$ cat config.mk
export PLATFORM = sky130hd
export DESIGN_NAME = hazard_unit
export DESIGN_NICKNAME = d
export VERILOG_FILES = /design/src/source/hazard_pkg.sv /design/src/source/hazard_unit.sv /design/src/source/forward_select.sv /design/src/source/load_use_stall.sv /design/src/source/instr_history.sv /design/src/source/instr_fields.sv
export VERILOG_INCLUDE_DIRS = /design/src /design/src/source
export SDC_FILE = /design/constraint.sdc
export NUM_CORES = 1
export LEC_CHECK = 0
export BUFFER_PORTS_ARGS = -buffer_cell sky130_fd_sc_hd__buf_2
export CAP_MARGIN = 20
export CORE_ASPECT_RATIO = 1.2
export CORE_MARGIN = 3
export CORE_UTILIZATION = 35
export DETAILED_ROUTE_END_ITERATION = 10
export GPL_TIMING_DRIVEN = 0
export PLACE_DENSITY = 0.62
export SLEW_MARGIN = 25
export SYNTH_ARGS = -nofsm -noshare
export SYNTH_HDL_FRONTEND = slang
export SYNTH_HIERARCHICAL = 1
export SYNTH_SLANG_ARGS = --single-unit
export TNS_END_PERCENT = 5
$ cat constraint.sdc
create_clock -name clk -period 4.2 [get_ports clk]
set_clock_uncertainty 0.1 [all_clocks]
set_input_delay 0 -clock clk [delete_from_list [all_inputs] [get_ports clk]]
set_output_delay 0 -clock clk [all_outputs]
set_load 0.005 [all_outputs]
$ cat src/source/hazard_consts.svh
/*
 * Instruction format constants for the hazard unit
 * Word, opcode and register widths, field bit positions and opcode values
 */
`ifndef HAZARD_CONSTS_SVH
`define HAZARD_CONSTS_SVH

// Widths
`define WISC_INSTR_W 16
`define WISC_REG_W 4
`define WISC_OPCODE_W 4

// Field positions inside an instruction word
`define WISC_OPCODE_MSB 15
`define WISC_OPCODE_LSB 12
`define WISC_DEST_MSB 11
`define WISC_DEST_LSB 8
`define WISC_SRC1_MSB 7
`define WISC_SRC1_LSB 4
`define WISC_SRC2_MSB 3
`define WISC_SRC2_LSB 0

// Opcodes
`define OP_ADD 4'b0000
`define OP_ADDZ 4'b0001
`define OP_SUB 4'b0010
`define OP_AND 4'b0011
`define OP_NOR 4'b0100
`define OP_SLL 4'b0101
`define OP_SRL 4'b0110
`define OP_SRA 4'b0111
`define OP_LW 4'b1000
`define OP_SW 4'b1001
`define OP_LHB 4'b1010
`define OP_LLB 4'b1011
`define OP_B 4'b1100
`define OP_JAL 4'b1101
`define OP_JR 4'b1110
`define OP_HLT 4'b1111

// Link register written by JAL
`define WISC_LINK_REG 4'd15

`endif
$ cat src/source/hazard_pkg.sv
/*
 * Shared types for the hazard unit
 * Instruction, opcode and register vectors, stall FSM states, bypass selects
 */
`default_nettype none

`include "hazard_consts.svh"

package hazard_pkg;

	// Full instruction word
	typedef logic [`WISC_INSTR_W-1:0] instr_t;

	// Opcode field
	typedef logic [`WISC_OPCODE_W-1:0] opcode_t;

	// Register number
	typedef logic [`WISC_REG_W-1:0] reg_addr_t;

	// Load-use stall FSM
	typedef enum logic [1:0] {
		// One cycle right after reset
		STALL_START = 2'b00,
		// Watching for a load-use hazard
		STALL_IDLE = 2'b01,
		// Stall just issued, hold it low once
		STALL_ACTIVE = 2'b10
	} stall_state_t;

	// Operand bypass source
	typedef enum logic [1:0] {
		// Value comes from the register file
		FWD_REGFILE = 2'b00,
		// Result of the instruction in execute
		FWD_EX = 2'b01,
		// Result of the instruction in memory
		FWD_MEM = 2'b10
	} fwd_sel_t;

endpackage

`default_nettype wire

$ cat src/source/hazard_unit.sv
/*
 * Hazard unit top level
 * Stage history, field decoders, load-use stall and bypass selection
 */
`timescale 1ns/1ps
`default_nettype none

module hazard_unit import hazard_pkg::*; (
	input wire logic clk,
	input wire logic rst_n,
	input wire instr_t instr,
	output logic stall,
	output fwd_sel_t fwd_a,
	output fwd_sel_t fwd_b
);

	// Stage registers
	instr_t id_instr;
	instr_t ex_instr;
	instr_t mem_instr;
	logic id_valid;
	logic ex_valid;
	logic mem_valid;

	// Decoded ID operands
	reg_addr_t id_src_a;
	reg_addr_t id_src_b;
	logic id_reads_a;
	logic id_reads_b;

	// Decoded producers
	reg_addr_t ex_dest;
	logic ex_writes;
	logic ex_is_load;
	reg_addr_t mem_dest;
	logic mem_writes;

	instr_history history (
		.clk(clk),
		.rst_n(rst_n),
		.instr(instr),
		.stall(stall),
		.id_instr(id_instr),
		.ex_instr(ex_instr),
		.mem_instr(mem_instr),
		.id_valid(id_valid),
		.ex_valid(ex_valid),
		.mem_valid(mem_valid)
	);

	// Consumer side, only the reads matter
	instr_fields id_fields (
		.instr(id_instr),
		.opcode(),
		.src_a(id_src_a),
		.src_b(id_src_b),
		.dest(),
		.reads_a(id_reads_a),
		.reads_b(id_reads_b),
		.writes_dest(),
		.is_load()
	);

	// Producer sides, only the writes matter
	instr_fields ex_fields (
		.instr(ex_instr),
		.opcode(),
		.src_a(),
		.src_b(),
		.dest(ex_dest),
		.reads_a(),
		.reads_b(),
		.writes_dest(ex_writes),
		.is_load(ex_is_load)
	);

	instr_fields mem_fields (
		.instr(mem_instr),
		.opcode(),
		.src_a(),
		.src_b(),
		.dest(mem_dest),
		.reads_a(),
		.reads_b(),
		.writes_dest(mem_writes),
		.is_load()
	);

	load_use_stall stall_ctrl (
		.clk(clk),
		.rst_n(rst_n),
		.id_valid(id_valid),
		.id_reads_a(id_reads_a),
		.id_reads_b(id_reads_b),
		.id_src_a(id_src_a),
		.id_src_b(id_src_b),
		.ex_valid(ex_valid),
		.ex_is_load(ex_is_load),
		.ex_writes(ex_writes),
		.ex_dest(ex_dest),
		.stall(stall)
	);

	forward_select fwd (
		.id_valid(id_valid),
		.id_reads_a(id_reads_a),
		.id_reads_b(id_reads_b),
		.id_src_a(id_src_a),
		.id_src_b(id_src_b),
		.ex_valid(ex_valid),
		.ex_writes(ex_writes),
		.ex_dest(ex_dest),
		.mem_valid(mem_valid),
		.mem_writes(mem_writes),
		.mem_dest(mem_dest),
		.fwd_a(fwd_a),
		.fwd_b(fwd_b)
	);

endmodule

`default_nettype wire

$ cat src/source/forward_select.sv
/*
 * Operand bypass selection
 * Picks register file, EX or MEM result for operands A and B in ID
 */
`timescale 1ns/1ps
`default_nettype none

module forward_select import hazard_pkg::*; (
	input wire logic id_valid,
	input wire logic id_reads_a,
	input wire logic id_reads_b,
	input wire reg_addr_t id_src_a,
	input wire reg_addr_t id_src_b,
	input wire logic ex_valid,
	input wire logic ex_writes,
	input wire reg_addr_t ex_dest,
	input wire logic mem_valid,
	input wire logic mem_writes,
	input wire reg_addr_t mem_dest,
	output fwd_sel_t fwd_a,
	output fwd_sel_t fwd_b
);

	logic ex_live;
	logic mem_live;

	// Older stages that will really write a register
	assign ex_live = ex_valid && ex_writes;
	assign mem_live = mem_valid && mem_writes;

	// Same priority rule for both operands
	function automatic fwd_sel_t pick_source(
		input logic reads,
		input reg_addr_t src
	);
		fwd_sel_t sel;
		sel = FWD_REGFILE;
		if (reads && id_valid) begin
			// Youngest producer wins
			if (ex_live && (ex_dest == src))
				sel = FWD_EX;
			else if (mem_live && (mem_dest == src))
				sel = FWD_MEM;
		end
		return sel;
	endfunction

	always_comb begin
		fwd_a = pick_source(id_reads_a, id_src_a);
		fwd_b = pick_source(id_reads_b, id_src_b);
	end

endmodule

`default_nettype wire

$ cat src/source/load_use_stall.sv
/*
 * Load-use hazard detection
 * Start, idle and active FSM shaping the hazard into one-cycle stalls
 */
`timescale 1ns/1ps
`default_nettype none

module load_use_stall import hazard_pkg::*; (
	input wire logic clk,
	input wire logic rst_n,
	input wire logic id_valid,
	input wire logic id_reads_a,
	input wire logic id_reads_b,
	input wire reg_addr_t id_src_a,
	input wire reg_addr_t id_src_b,
	input wire logic ex_valid,
	input wire logic ex_is_load,
	input wire logic ex_writes,
	input wire reg_addr_t ex_dest,
	output logic stall
);

	stall_state_t state;
	stall_state_t next_state;
	logic ex_load_live;
	logic match_a;
	logic match_b;
	logic hazard;

	// A load in EX whose data is not there until the end of MEM
	assign ex_load_live = ex_valid && ex_is_load && ex_writes;

	// Operand matches against the load destination
	assign match_a = id_reads_a && (id_src_a == ex_dest);
	assign match_b = id_reads_b && (id_src_b == ex_dest);

	assign hazard = id_valid && ex_load_live && (match_a || match_b);

	// State register
	always_ff @(posedge clk or negedge rst_n) begin
		if (!rst_n)
			state <= STALL_START;
		else
			state <= next_state;
	end

	// Next state and stall output
	always_comb begin
		next_state = STALL_IDLE;
		stall = 1'b0;
		case (state)
			STALL_START: begin
				// History still empty, nothing to compare
				next_state = STALL_IDLE;
			end
			STALL_IDLE: begin
				stall = hazard;
				if (hazard)
					next_state = STALL_ACTIVE;
			end
			STALL_ACTIVE: begin
				// Load has moved to MEM, the bypass takes over
				next_state = STALL_IDLE;
			end
			default: begin
				next_state = STALL_IDLE;
			end
		endcase
	end

endmodule

`default_nettype wire

$ cat src/source/instr_history.sv
/*
 * Pipeline instruction history
 * ID, EX and MEM instruction registers with one valid bit per stage
 */
`timescale 1ns/1ps
`default_nettype none

module instr_history import hazard_pkg::*; (
	input wire logic clk,
	input wire logic rst_n,
	input wire instr_t instr,
	input wire logic stall,
	output instr_t id_instr,
	output instr_t ex_instr,
	output instr_t mem_instr,
	output logic id_valid,
	output logic ex_valid,
	output logic mem_valid
);

	// Decode stage
	always_ff @(posedge clk or negedge rst_n) begin
		if (!rst_n) begin
			id_instr <= '0;
			id_valid <= 1'b0;
		end else if (!stall) begin
			id_instr <= instr;
			id_valid <= 1'b1;
		end
		// On stall the upstream repeats the same word, ID just holds
	end

	// Execute stage
	always_ff @(posedge clk or negedge rst_n) begin
		if (!rst_n) begin
			ex_instr <= '0;
			ex_valid <= 1'b0;
		end else if (stall) begin
			// Bubble while the consumer waits in ID
			ex_instr <= '0;
			ex_valid <= 1'b0;
		end else begin
			ex_instr <= id_instr;
			ex_valid <= id_valid;
		end
	end

	// Memory stage
	always_ff @(posedge clk or negedge rst_n) begin
		if (!rst_n) begin
			mem_instr <= '0;
			mem_valid <= 1'b0;
		end else begin
			// EX always moves on, stall or not
			mem_instr <= ex_instr;
			mem_valid <= ex_valid;
		end
	end

endmodule

`default_nettype wire

$ cat src/source/instr_fields.sv
/*
 * Instruction field decoder
 * Register fields, operand read flags, write flag and load flag
 */
`timescale 1ns/1ps
`default_nettype none

`include "hazard_consts.svh"

module instr_fields import hazard_pkg::*; (
	input wire instr_t instr,
	output opcode_t opcode,
	output reg_addr_t src_a,
	output reg_addr_t src_b,
	output reg_addr_t dest,
	output logic reads_a,
	output logic reads_b,
	output logic writes_dest,
	output logic is_load
);

	reg_addr_t dest_field;
	reg_addr_t src1_field;
	reg_addr_t src2_field;
	logic writes_raw;

	// Raw fields
	assign opcode = instr[`WISC_OPCODE_MSB:`WISC_OPCODE_LSB];
	assign dest_field = instr[`WISC_DEST_MSB:`WISC_DEST_LSB];
	assign src1_field = instr[`WISC_SRC1_MSB:`WISC_SRC1_LSB];
	assign src2_field = instr[`WISC_SRC2_MSB:`WISC_SRC2_LSB];

	always_comb begin
		// Most formats use the plain fields
		src_a = src1_field;
		src_b = src2_field;
		dest = dest_field;
		reads_a = 1'b0;
		reads_b = 1'b0;
		writes_raw = 1'b0;
		case (opcode)
			`OP_ADD, `OP_ADDZ, `OP_SUB, `OP_AND, `OP_NOR: begin
				reads_a = 1'b1;
				reads_b = 1'b1;
				writes_raw = 1'b1;
			end
			`OP_SLL, `OP_SRL, `OP_SRA, `OP_LW: begin
				reads_a = 1'b1;
				writes_raw = 1'b1;
			end
			`OP_SW: begin
				// Store data sits in the destination field
				reads_a = 1'b1;
				reads_b = 1'b1;
				src_b = dest_field;
			end
			`OP_LHB, `OP_LLB: begin
				// Byte loads merge into the old register value
				reads_a = 1'b1;
				src_a = dest_field;
				writes_raw = 1'b1;
			end
			`OP_JR: reads_a = 1'b1;
			`OP_JAL: begin
				dest = `WISC_LINK_REG;
				writes_raw = 1'b1;
			end
			default: begin
				// B and HLT touch no register
			end
		endcase
	end

	// r0 is hardwired, never a hazard source
	assign writes_dest = writes_raw && (dest != '0);
	assign is_load = (opcode == `OP_LW);

endmodule

`default_nettype wire

# Word-level counts from Yosys, hierarchy flattened
# Cells that the tools add are included.
[classes]
n_eq_ne = 41
muxes = 19
reduce_logical = 27
[op_table]
columns = ["cell", "count"]
rows = [
  ["$eq 4x4->1 const B", 13],
  ["$eq 4x3->1 const B", 12],
  ["$eq 4x2->1 const B", 6],
  ["$eq 4x4->1", 6],
  ["$reduce_or 12->1", 2],
  ["$logic_and 1x1->1", 16],
  ["$mux 16", 1],
  ["$mux 2", 8],
  ["$mux 4", 4],
  ["$reduce_or 13->1", 1],
  ["$eq 4x1->1 const B", 3],
  ["$logic_not 4->1", 3],
  ["$reduce_bool 4->1", 2],
  ["$mux 1", 6],
  ["$reduce_or 6->1", 1],
  ["$eq 2x1->1 const B", 1],
  ["$reduce_or 2->1", 1],
  ["$logic_or 1x1->1", 1],
]
[word_totals]
regBits = 53
input_bits = 18
output_inout_bits = 5
elab_cells = 94

# Logic depth before layout (Yosys ltp)
# Gate-level depths: netlist of run 1.
[depth]
ltp_word = 9
mapped_depth = 10
mapped_depth_nobuf = 8

# Modules after synthesis
# The synthesis of run 1 kept the hierarchy.
[modules_own_cells]
columns = ["module", "n_inst", "cells_per_inst", "area_each_um2"]
rows = [
  ["instr_history", 1, 89, 1661.6],
  ["instr_fields", 3, 28, 255.2],
  ["forward_select", 1, 29, 234.0],
  ["load_use_stall", 1, 20, 170.2],
]

# Worst setup path before layout of run 1
# OpenSTA, ideal clock, no wires.
[synth_path]
path_type = "register to register"
startpoint = "register history.id_instr[13]"
endpoint = "register history.id_instr[10]"
setup_time_ns = 0.125
t_arrival_ns = 2.307
t_required_ns = 3.975
path_slack_ns = 1.668
stages_incl_launch_ff = 11
path_buffers = 2
path_cell_list = "dfrtp_1 > nor2b_4 > and3b_4 > mux2_4 > xnor2_1 > nand3_1 > o22ai_1 > and2_1 > buf_6 > buf_12 > mux2_4"
[synth_via]
word_cells_on_any_way = 27
cone_classes = "eq/ne (14); mux (5); reduce/logical (8)"
[synth_lines]
columns = ["item", "line_no", "source"]
rows = [
  ["start: declaration", "instr_history.sv:13", "output instr_t id_instr,"],
  ["start signal: assignment", "instr_history.sv:27", "id_instr <= instr;"],
  ["$eq 4x4->1", "instr_fields.sv:41", "case (opcode)"],
  ["$mux 4", "instr_fields.sv:41", ""],
  ["named net id_src_b[3]", "hazard_unit.sv:27", "reg_addr_t id_src_b;"],
  ["$eq 4x4->1", "load_use_stall.sv:35", "assign match_b = id_reads_b && (id_src_b == ex_dest);"],
  ["$logic_and 1x1->1", "load_use_stall.sv:35", ""],
  ["$logic_or 1x1->1", "load_use_stall.sv:37", "assign hazard = id_valid && ex_load_live && (match_a || match_b);"],
  ["$logic_and 1x1->1", "load_use_stall.sv:37", ""],
  ["$mux 1", "load_use_stall.sv:51", "case (state)"],
  ["named net stall", "hazard_unit.sv:12", "output logic stall,"],
]
# The timed path passes the listed nets, and every way through them passes these cells.
# A chain may end at the register's enable or synchronous reset.

# Final worst setup path of run 1
[layout_path]
startpoint = "register history.id_instr[13]"
endpoint = "register history.id_instr[7]"
[layout_via]
word_cells_on_any_way = 27
cone_classes = "eq/ne (14); mux (5); reduce/logical (8)"
[layout_lines]
columns = ["item", "line_no"]
rows = [
  ["$eq 4x4->1", "instr_fields.sv:41"],
  ["$mux 4", "instr_fields.sv:41"],
  ["named net id_src_b[0]", "hazard_unit.sv:27"],
  ["$eq 4x4->1", "load_use_stall.sv:35"],
  ["$logic_and 1x1->1", "load_use_stall.sv:35"],
  ["$logic_or 1x1->1", "load_use_stall.sv:37"],
  ["$logic_and 1x1->1", "load_use_stall.sv:37"],
  ["$mux 1", "load_use_stall.sv:51"],
]
# The timed path passes the listed nets, and every way through them passes these cells.

==> results.cfg, run 1 <==
[status]
outcome = complete, no violations

[clock_network]
cts_tree = built
path_clk_slew_ps = 70
cts.sinks = 37
clk_latency_ps = 280
clk_path_buf_depth = 2
htree_levels = 2
clockRootBuffer = clkbuf_8
cts_resized = 0
cts_buffers = 5

[final_layout]
drive_gt1_frac = 0.338
nNetsFinal = 212
layout_common_cells = dfrtp_1 (37), buf_2 (23), xnor2_1 (20)
area_growth_pct = 22.8
num_antenna_cells = 0
final_util = 0.460
final_common_cell = dfrtp_1

[power_and_ir_drop]
combPwrFrac = 0.161
clockPowerShare = 0.315
power_uw = 741
vdd_drop_max_mv = 0.236
intPower_uw = 556
netSwitchingFraction = 0.250
power.leakage_uw = 0.00102
seqPwrFrac = 0.524
switchingPower_uw = 185
pwr_density_cell_nw_per_um2 = 315

[route]
remaining_drc_errors = 0
first_pass_iters = 4
wire_per_inst_um = 14.0
drtIter0Drc = 26
antenna_left = 0
via_per_inst = 4.82
vias = 1230
wirelength_um = 3580

[worst_setup_path]
endpoint_kind = register
crit_path_top_delay_cell = dfrtp_1
path_buf_inv = 2
path_class = register to register
crit_path_max_fanout = 10
crit_top_cell = mux2_4
path_delay_family = simple AND/OR/NAND/NOR gates
crit_path_max_incr_delay_ps = 460
critPathLaunchType = register
path_cells = nor2b_4 -> and3b_4 -> mux2_4 -> xnor2_1 -> nand3_1 -> o22ai_1 -> and2_1 -> buf_6 -> buf_12 -> mux2_4
worstPathRequired_ps = 4270
arrival_ps = 2880

[timing]
finalCritPeriodShare = 0.670
finalHoldViolCount = 0
max-slew-margin-rel = 0.468
rsz0062_at_grt = no
worst_slew_pin_slew_ps = 797
fin_crit_ps = 2820
fmax_mhz = 355
setup_viol = 0
setup_tns_ps = 0
final-max-slew-violation-count = 0

[placement]
dp_hpwl_um = 2640
place.gp.congestion = 0.941
numPortBuffers = 22

[die]
initial_core_util = 0.375
die_w_um = 73.6
die_h_um = 87.1
pin_count = 23
rows = 28
die_area_sq_um = 6400
core_region_area_sq_um = 5110

[grt]
track_usage = 0.125
overflow = 0
grt_antenna_before_repair = 0
grt_pass1_wl_um = 6110
grt_max_degree = 38
grt_pass1_vias = 1264

[logic_synthesis]
synth_area_sq_um = 1920
yosys_warnings = 6
syn_nets = 166
synthCells = 148
avgSynthCellArea_sq_um = 13.0

[job]
maxCapViolations = 0

[worst_hold_path]
hp-class = input port to asynchronous set/reset pin
[sequential cells by signal (all words and copies together) (netlist names)]
| register | count |
|---|---|
| history/id_instr | 16 |
| history/ex_instr | 8 |
| history/mem_instr | 8 |
| stall_ctrl/state | 2 |
| history/ex_valid | 1 |
| history/id_valid | 1 |
| history/mem_valid | 1 |
[final cells by class]
class / count / area (sq um)
Clock inverter: 2 / 10.0
Buffer: 4 / 47.5
Timing Repair Buffer: 39 / 280
Sequential cell: 37 / 926
Clock buffer: 6 / 72.6
Tap cell: 60 / 75.1
Multi-Input combinational cell: 106 / 940
Inverter: 1 / 3.75
Fill cell: 465 / 2760
[stage by stage]
stage / hold slack (ps) / std cells / cell area [sq um] / setup WS, ps
floorplan: -396 / 148 / 1920 / 1720
global placement: 5.72 / 230 / 2100 / 1510
detailed placement: 24.7 / 230 / 2100 / 1460
CTS: 261 / 255 / 2350 / 1430
global route: 312 / 255 / 2350 / 1260
finish: 236 / 255 / 2350 / 1380
[worst paths after layout]
kind	start	endpoint	slack (ps)	depth (start not counted)
max in group asynchronous	rst_n	history/id_instr[15]	3250	2
hold reg to reg	history/ex_instr[11]	history/mem_instr[11]	300	0
setup / recovery	history/id_instr[13]	history/id_instr[7]	1380	10
setup reg to reg	history/id_instr[13]	history/id_instr[7]	1380	10
hold / removal	rst_n	history/id_instr[4]	240	2
min in group clk	history/ex_instr[11]	history/mem_instr[11]	300	0
[what timing repair did]
| item | CTS | global route |
|---|---|---|
| buffers inserted | 0 | 0 |
| hold buffers | 17 | 0 |
| endpoints found under the hold margin | 53 | 0 |
[power by group through the flow]
stage	clock network [uW]	registers, uW	logic (uW)
2_1_floorplan	0	390	81.1
3_3_place_gp	0	393	105
3_5_place_dp	0	395	108
4_1_cts	240	388	120
5_1_grt	254	390	134
6_report	233	388	120
[layer usage]
metal / part of all wire / GRT usage / routed length, um / vias up
met5: 0 / 0 / 0 / -
met4: 0.017 / 0.0428 / 61 / 0
met3: 0.037 / 0.0289 / 134 / 8
met2: 0.50 / 0.207 / 1790 / 28
met1: 0.45 / 0.157 / 1590 / 592
li1: - / - / - / 602
(Power assumes the default switching activity.)
==> run 2, diff against run 1 <==
Settings changed: ABC_AREA set to 1, PLACE_DENSITY 0.62 to 0.64.
Clock period 4.2 ns to 2.4 ns, I/O delays scaled along.
==> run 2 against run 1 <==
Effect of this change: design area is 21% higher; global-route usage rose by 1.8 points; routed wire length grew 33%; clock power up 90%; combinational power grew 150%.
==> results.cfg, run 2 <==
[worst_setup_path]
path_cells = inv_2 -> nor2_4 -> nand2_4 -> nand2_1 -> o21ai_4 -> inv_1 -> nand2_1 -> nand2_1 -> nor2_1 -> nand3_2 -> a21oi_4 -> buf_6 -> inv_4 -> buf_6 -> nand2_1 -> nand2_1
path_buf_inv = 5
timing.rr.end = history/id_instr[6]
crit_path_max_fanout = 10
arrival_ps = 2370
crit_path_max_incr_delay_ps = 430
path_class = register to register
crit_start = history/id_instr[12]
reg2reg_depth = 16
cp-endpoint = history/id_instr[6]
critPathLaunchType = register
path_delay_family = simple AND/OR/NAND/NOR gates
crit_top_cell = nand2_1
worstPathRequired_ps = 2480
rrSetupSlack_ps = 120
regToRegStartpoint = history/id_instr[12]
cp_num_cells = 16
endpoint_kind = register
crit_path_top_delay_cell = dfrtp_1

[die]
die_w_um = 77.5
die_h_um = 91.8
rows = 30
core_region_area_sq_um = 5780
initial_core_util = 0.371
die_area_sq_um = 7110
pin_count = 23

[placement]
dp_hpwl_um = 3460
placed_cell_area_sq_um = 2360
numPortBuffers = 22
place.gp.congestion = 0.762

[clock_network]
htree_levels = 2
cts.sinks = 37
cts_buffers = 5
path_clk_slew_ps = 80
clk_path_buf_depth = 2
clockRootBuffer = clkbuf_8
clk_latency_ps = 290
cts_tree = built

[route]
antenna_left = 0
vias = 1948
via_per_inst = 4.23
remaining_drc_errors = 0
first_pass_iters = 4
drtIter0Drc = 49
wirelength_um = 4770
wire_per_inst_um = 10.3

[final_layout]
nNetsFinal = 398
area_growth_pct = 32.7
reg.largest.list = history/id_instr: 16 flops, history/ex_instr: 8 flops, history/mem_instr: 8 flops
regMostFlops = history/id_instr
final_common_cell = nand2_1
largest_register_ffs = 16
layout_common_cells = nand2_1 (129), inv_1 (55), dfrtp_1 (35)
fillers = 560
drive_gt1_frac = 0.241
postLayoutCellArea_sq_um = 2850
num_antenna_cells = 0

[grt]
track_usage = 0.143
grt_pass1_wl_um = 8100
grt_antenna_before_repair = 0
grt_max_degree = 38
grt_pass1_vias = 1895
overflow = 0

[logic_synthesis]
synthCells = 321
synth_area_sq_um = 2150
yosys_warnings = 6
syn_nets = 339
avgSynthCellArea_sq_um = 6.69

[timing]
fin_crit_ps = 2280
worst_slew_pin_slew_ps = 798
fmax_mhz = 438
setup_viol = 0
final-max-slew-violation-count = 0
finalHoldViolCount = 0
max-slew-margin-rel = 0.468
finalCritPeriodShare = 0.952

[power_and_ir_drop]
vdd_drop_max_mv = 0.312
pwr_density_cell_nw_per_um2 = 498
power.leakage_uw = 0.00165
power_uw = 1420

[worst_hold_path]
hp-class = input port to asynchronous set/reset pin

[status]
outcome = complete, no violations

[job]
maxCapViolations = 0
run 2: what timing repair did:
item,4_1_cts,5_1_grt
gates resized for setup,17,12
pin swaps,1,9
buffers inserted,2,11
setup endpoints to repair,27,27
hold buffers,17,0
hold endpoints to repair,53,0
run 2: report_power, final:
group	internal (uW)	total, uW	switching (uW)
Combinational	125	299	174
Sequential	655	679	24.0
Clock	206	442	236
Total	985	1420	434
run 2: through the flow:
| step | hold WS [ps] | cells | TNS, ps | utilization | worst slack, ps |
|---|---|---|---|---|---|
| 4_1_cts | 244 | 450 | 0 | 0.470 | 46.4 |
| 6_report | 221 | 461 | 0 | 0.493 | 116 |
| 3_5_place_dp | 35.0 | 423 | -2980 | 0.408 | -185 |
| 2_1_floorplan | -396 | 321 | 0 | - | 236 |
| 3_3_place_gp | 26.5 | 423 | -2010 | 0.408 | -144 |
| 5_1_grt | 291 | 461 | -37.3 | 0.493 | -12.3 |
run 2: layer usage:
metal,GRT usage,share of wire,vias up
li1,-,-,1046
met1,0.146,0.39,855
met2,0.272,0.54,36
met3,0.0216,0.028,11
met4,0.0801,0.034,0
met5,0,0,-
run 2: how the worst min path moves through the flow:
stage | slack [ps] | depth (start not counted) | endpoint | startpoint
6_report | 220 | 2 | history/id_instr[11] | rst_n
5_1_grt | 290 | 0 | history/mem_instr[9] | history/ex_instr[9]
4_1_cts | 240 | 2 | history/id_instr[11] | rst_n
3_5_place_dp | 40 | 1 | history/id_instr[1] | rst_n
3_3_place_gp | 30 | 1 | history/id_instr[1] | rst_n
2_1_floorplan | -400 | 0 | history/ex_instr[10] | rst_n
run 2: area by class of cell:
type | instances | area (sq um) | share of cell area
Clock inverter | 3 | 21.3 | 0.00747
Tap cell | 80 | 100 | 0.0351
Clock buffer | 5 | 68.8 | 0.0242
Timing Repair Buffer | 52 | 378 | 0.133
Multi-Input combinational cell | 213 | 1060 | 0.371
Inverter | 66 | 250 | 0.0878
Sequential cell | 37 | 928 | 0.326
Buffer | 5 | 45.0 | 0.0158
run 2: worst reg2reg max path: cells and delay by family (launching register included):
| family | cells | cell delay, ps |
|---|---|---|
| flip-flops | 1 | 430 |
| AO/OA/AOI/OAI | 2 | 310 |
| buffers and inverters | 5 | 520 |
| AND/OR/NAND/NOR | 9 | 830 |
==> run 3, diff against run 2 <==
==> constraint.sdc (replaced) <==
create_clock -name clk -period 2.4 [get_ports clk]
set_clock_uncertainty 0.1 [all_clocks]
set_input_delay 0 -clock clk [delete_from_list [all_inputs] [get_ports clk]]
set_output_delay 0 -clock clk [all_outputs]
set_load 0.05 [all_outputs]
==> run 3 against run 2 <==
Effect of this change: worst setup slack improved by 37 ps; via count down 0.51%; first-iteration DRC count grew 51%; final cell count down 1.3%; core utilization down 0.35 points; count of clock-buffer cells in the layout rose by 2; die area stayed put; critical path type is now register to output pin.
==> results.cfg, run 3 (synthesis gave the netlist of run 2 again) <==
[status]
outcome = complete, no violations

[final_layout]
drive_gt1_frac = 0.229
postLayoutCellArea_sq_um = 2830
largest_register_ffs = 16
regMostFlops = history/id_instr
fillers = 571
final_common_cell = nand2_1
final_util = 0.489
layout_common_cells = nand2_1 (129), inv_1 (55), dfrtp_1 (35)
reg.largest.list = history/id_instr: 16 flops, history/ex_instr: 8 flops, history/mem_instr: 8 flops
area_growth_pct = 31.8
finalNonFillerCells = 455
num_antenna_cells = 0
nNetsFinal = 392

[power_and_ir_drop]
pwr_density_cell_nw_per_um2 = 541
combPwrFrac = 0.199
vdd_drop_max_mv = 0.402
power.leakage_uw = 0.00164
netSwitchingFraction = 0.273
clockPowerShare = 0.357
intPower_uw = 1110
switchingPower_uw = 418
seqPwrFrac = 0.444

[grt]
grt_pass1_vias = 1869
grt_pass1_wl_um = 7940
grt-busiest-layer = met2
grt_use_met2 = 0.262
track_usage = 0.138
grt_max_degree = 38
grt_util_met1 = 0.152
globalRouteMet3Util = 0.0255
grt_antenna_before_repair = 0
overflow = 0

[route]
wirelength_um = 4780
wire_per_inst_um = 10.5
drtIter0Drc = 74
first_pass_iters = 4
antenna_left = 0
via_per_inst = 4.26
vias = 1938
remaining_drc_errors = 0

[placement]
dp_hpwl_um = 3390
placed_cell_area_sq_um = 2370
dp_cells = 423
numPortBuffers = 22
place.gp.congestion = 0.859

[clock_network]
clk_path_buf_depth = 2
clk_latency_ps = 280
cts_tree = built
path_clk_slew_ps = 70
cts.sinks = 37
htree_levels = 2
clockRootBuffer = clkbuf_8
cts_buffers = 5

[timing]
fmax_mhz = 445
final-max-slew-violation-count = 0
setup_tns_ps = 0
finalCritPeriodShare = 0.937
fin_crit_ps = 2250
worst_slew_pin_slew_ps = 789
finalHoldViolCount = 0
setup_viol = 0
max-slew-margin-rel = 0.474
whs_ps = 241

[die]
core_region_area_sq_um = 5780
die_w_um = 77.5
die_area_sq_um = 7110
rows = 30
die_h_um = 91.8
pin_count = 23
initial_core_util = 0.371

[worst_hold_path]
hp-class = input port to asynchronous set/reset pin

[worst_setup_path]
endpoint_kind = output pin
worstPathRequired_ps = 2300
critPathLaunchType = register
crit_path_max_fanout = 8
path_class = register to output pin
arrival_ps = 2150

[job]
maxCapViolations = 0
==> run 3: cell types whose count changed in the layout (fill, tap and decap cells not counted), sizes merged <==
| cell | previous run | this run |
|---|---|---|
| clkbuf | 5 | 7 |
| bufinv | 0 | 1 |
| clkinv | 1 | 0 |
| clkinvlp | 1 | 0 |
| inv | 67 | 66 |
| buf | 40 | 34 |
==> run 3: worst max-delay path, cell delays in order (launching register included) <==
cell     delay, ps
dfrtp_2        450
nor2_4         160
nand2_4        130
o21ai_4        230
inv_1           60
nand2_1         50
nand2_1         50
nor2_1         140
nand3_2        120
a21oi_4        180
buf_2          290
==> run 3: path summary, 6_finish.rpt <==
check / startpoint / end / slack, ps / cells after the start
worst max-delay path: history/id_instr[14] / stall / 150 / 10
worst min-delay path: rst_n / history/id_instr[2] / 240 / 2
worst max register to register: history/id_instr[14] / history/id_instr[13] / 160 / 14
worst min register to register: history/ex_instr[9] / history/mem_instr[9] / 280 / 0
max in group asynchronous: rst_n / history/id_instr[13] / 1410 / 2
min in group clk: history/ex_instr[9] / history/mem_instr[9] / 280 / 0
==> run 3: power by group through the flow <==
stage | clock [uW] | sequential, uW | combinational [uW]
3_3_place_gp | 0 | 689 | 240
2_1_floorplan | 0 | 685 | 183
4_1_cts | 559 | 678 | 273
3_5_place_dp | 0 | 691 | 246
5_1_grt | 584 | 683 | 350
6_report | 547 | 680 | 305
==> run 3: per-stage QoR <==
stage	power [uW]	setup slack, ps
2_1_floorplan	868	37.8
3_3_place_gp	929	-37.6
3_5_place_dp	936	-70.0
4_1_cts	1510	17.3
5_1_grt	1620	-28.7
6_report	1530	152
==> run 3: layout make-up <==
class                   instances  area (sq um)  share of cell area
inverters                      66           250              0.0885
plain buffers                   4          33.8              0.0119
clock buffers                   7          86.3              0.0305
clock inverters                 1          30.0              0.0106
flip-flops and latches         37           928               0.328
well taps                      80           100              0.0354
repair buffers                 47           340               0.120
multi-input cells             213          1060               0.375
==> run 3: layer usage <==
| layer | part of all wire | up-vias |
|---|---|---|
| met1 | 0.40 | 864 |
| met5 | 0 | - |
| li1 | - | 1035 |
| met3 | 0.033 | 6 |
| met4 | 0.012 | 0 |
| met2 | 0.56 | 33 |
==> run 3: timing repair <==
action,4_1_cts,5_1_grt
endpoints found under the setup margin,14,28
resized for setup,7,21
hold endpoints to repair,53,0
pin swaps,0,8
buffers inserted,0,8
hold buffers,17,0
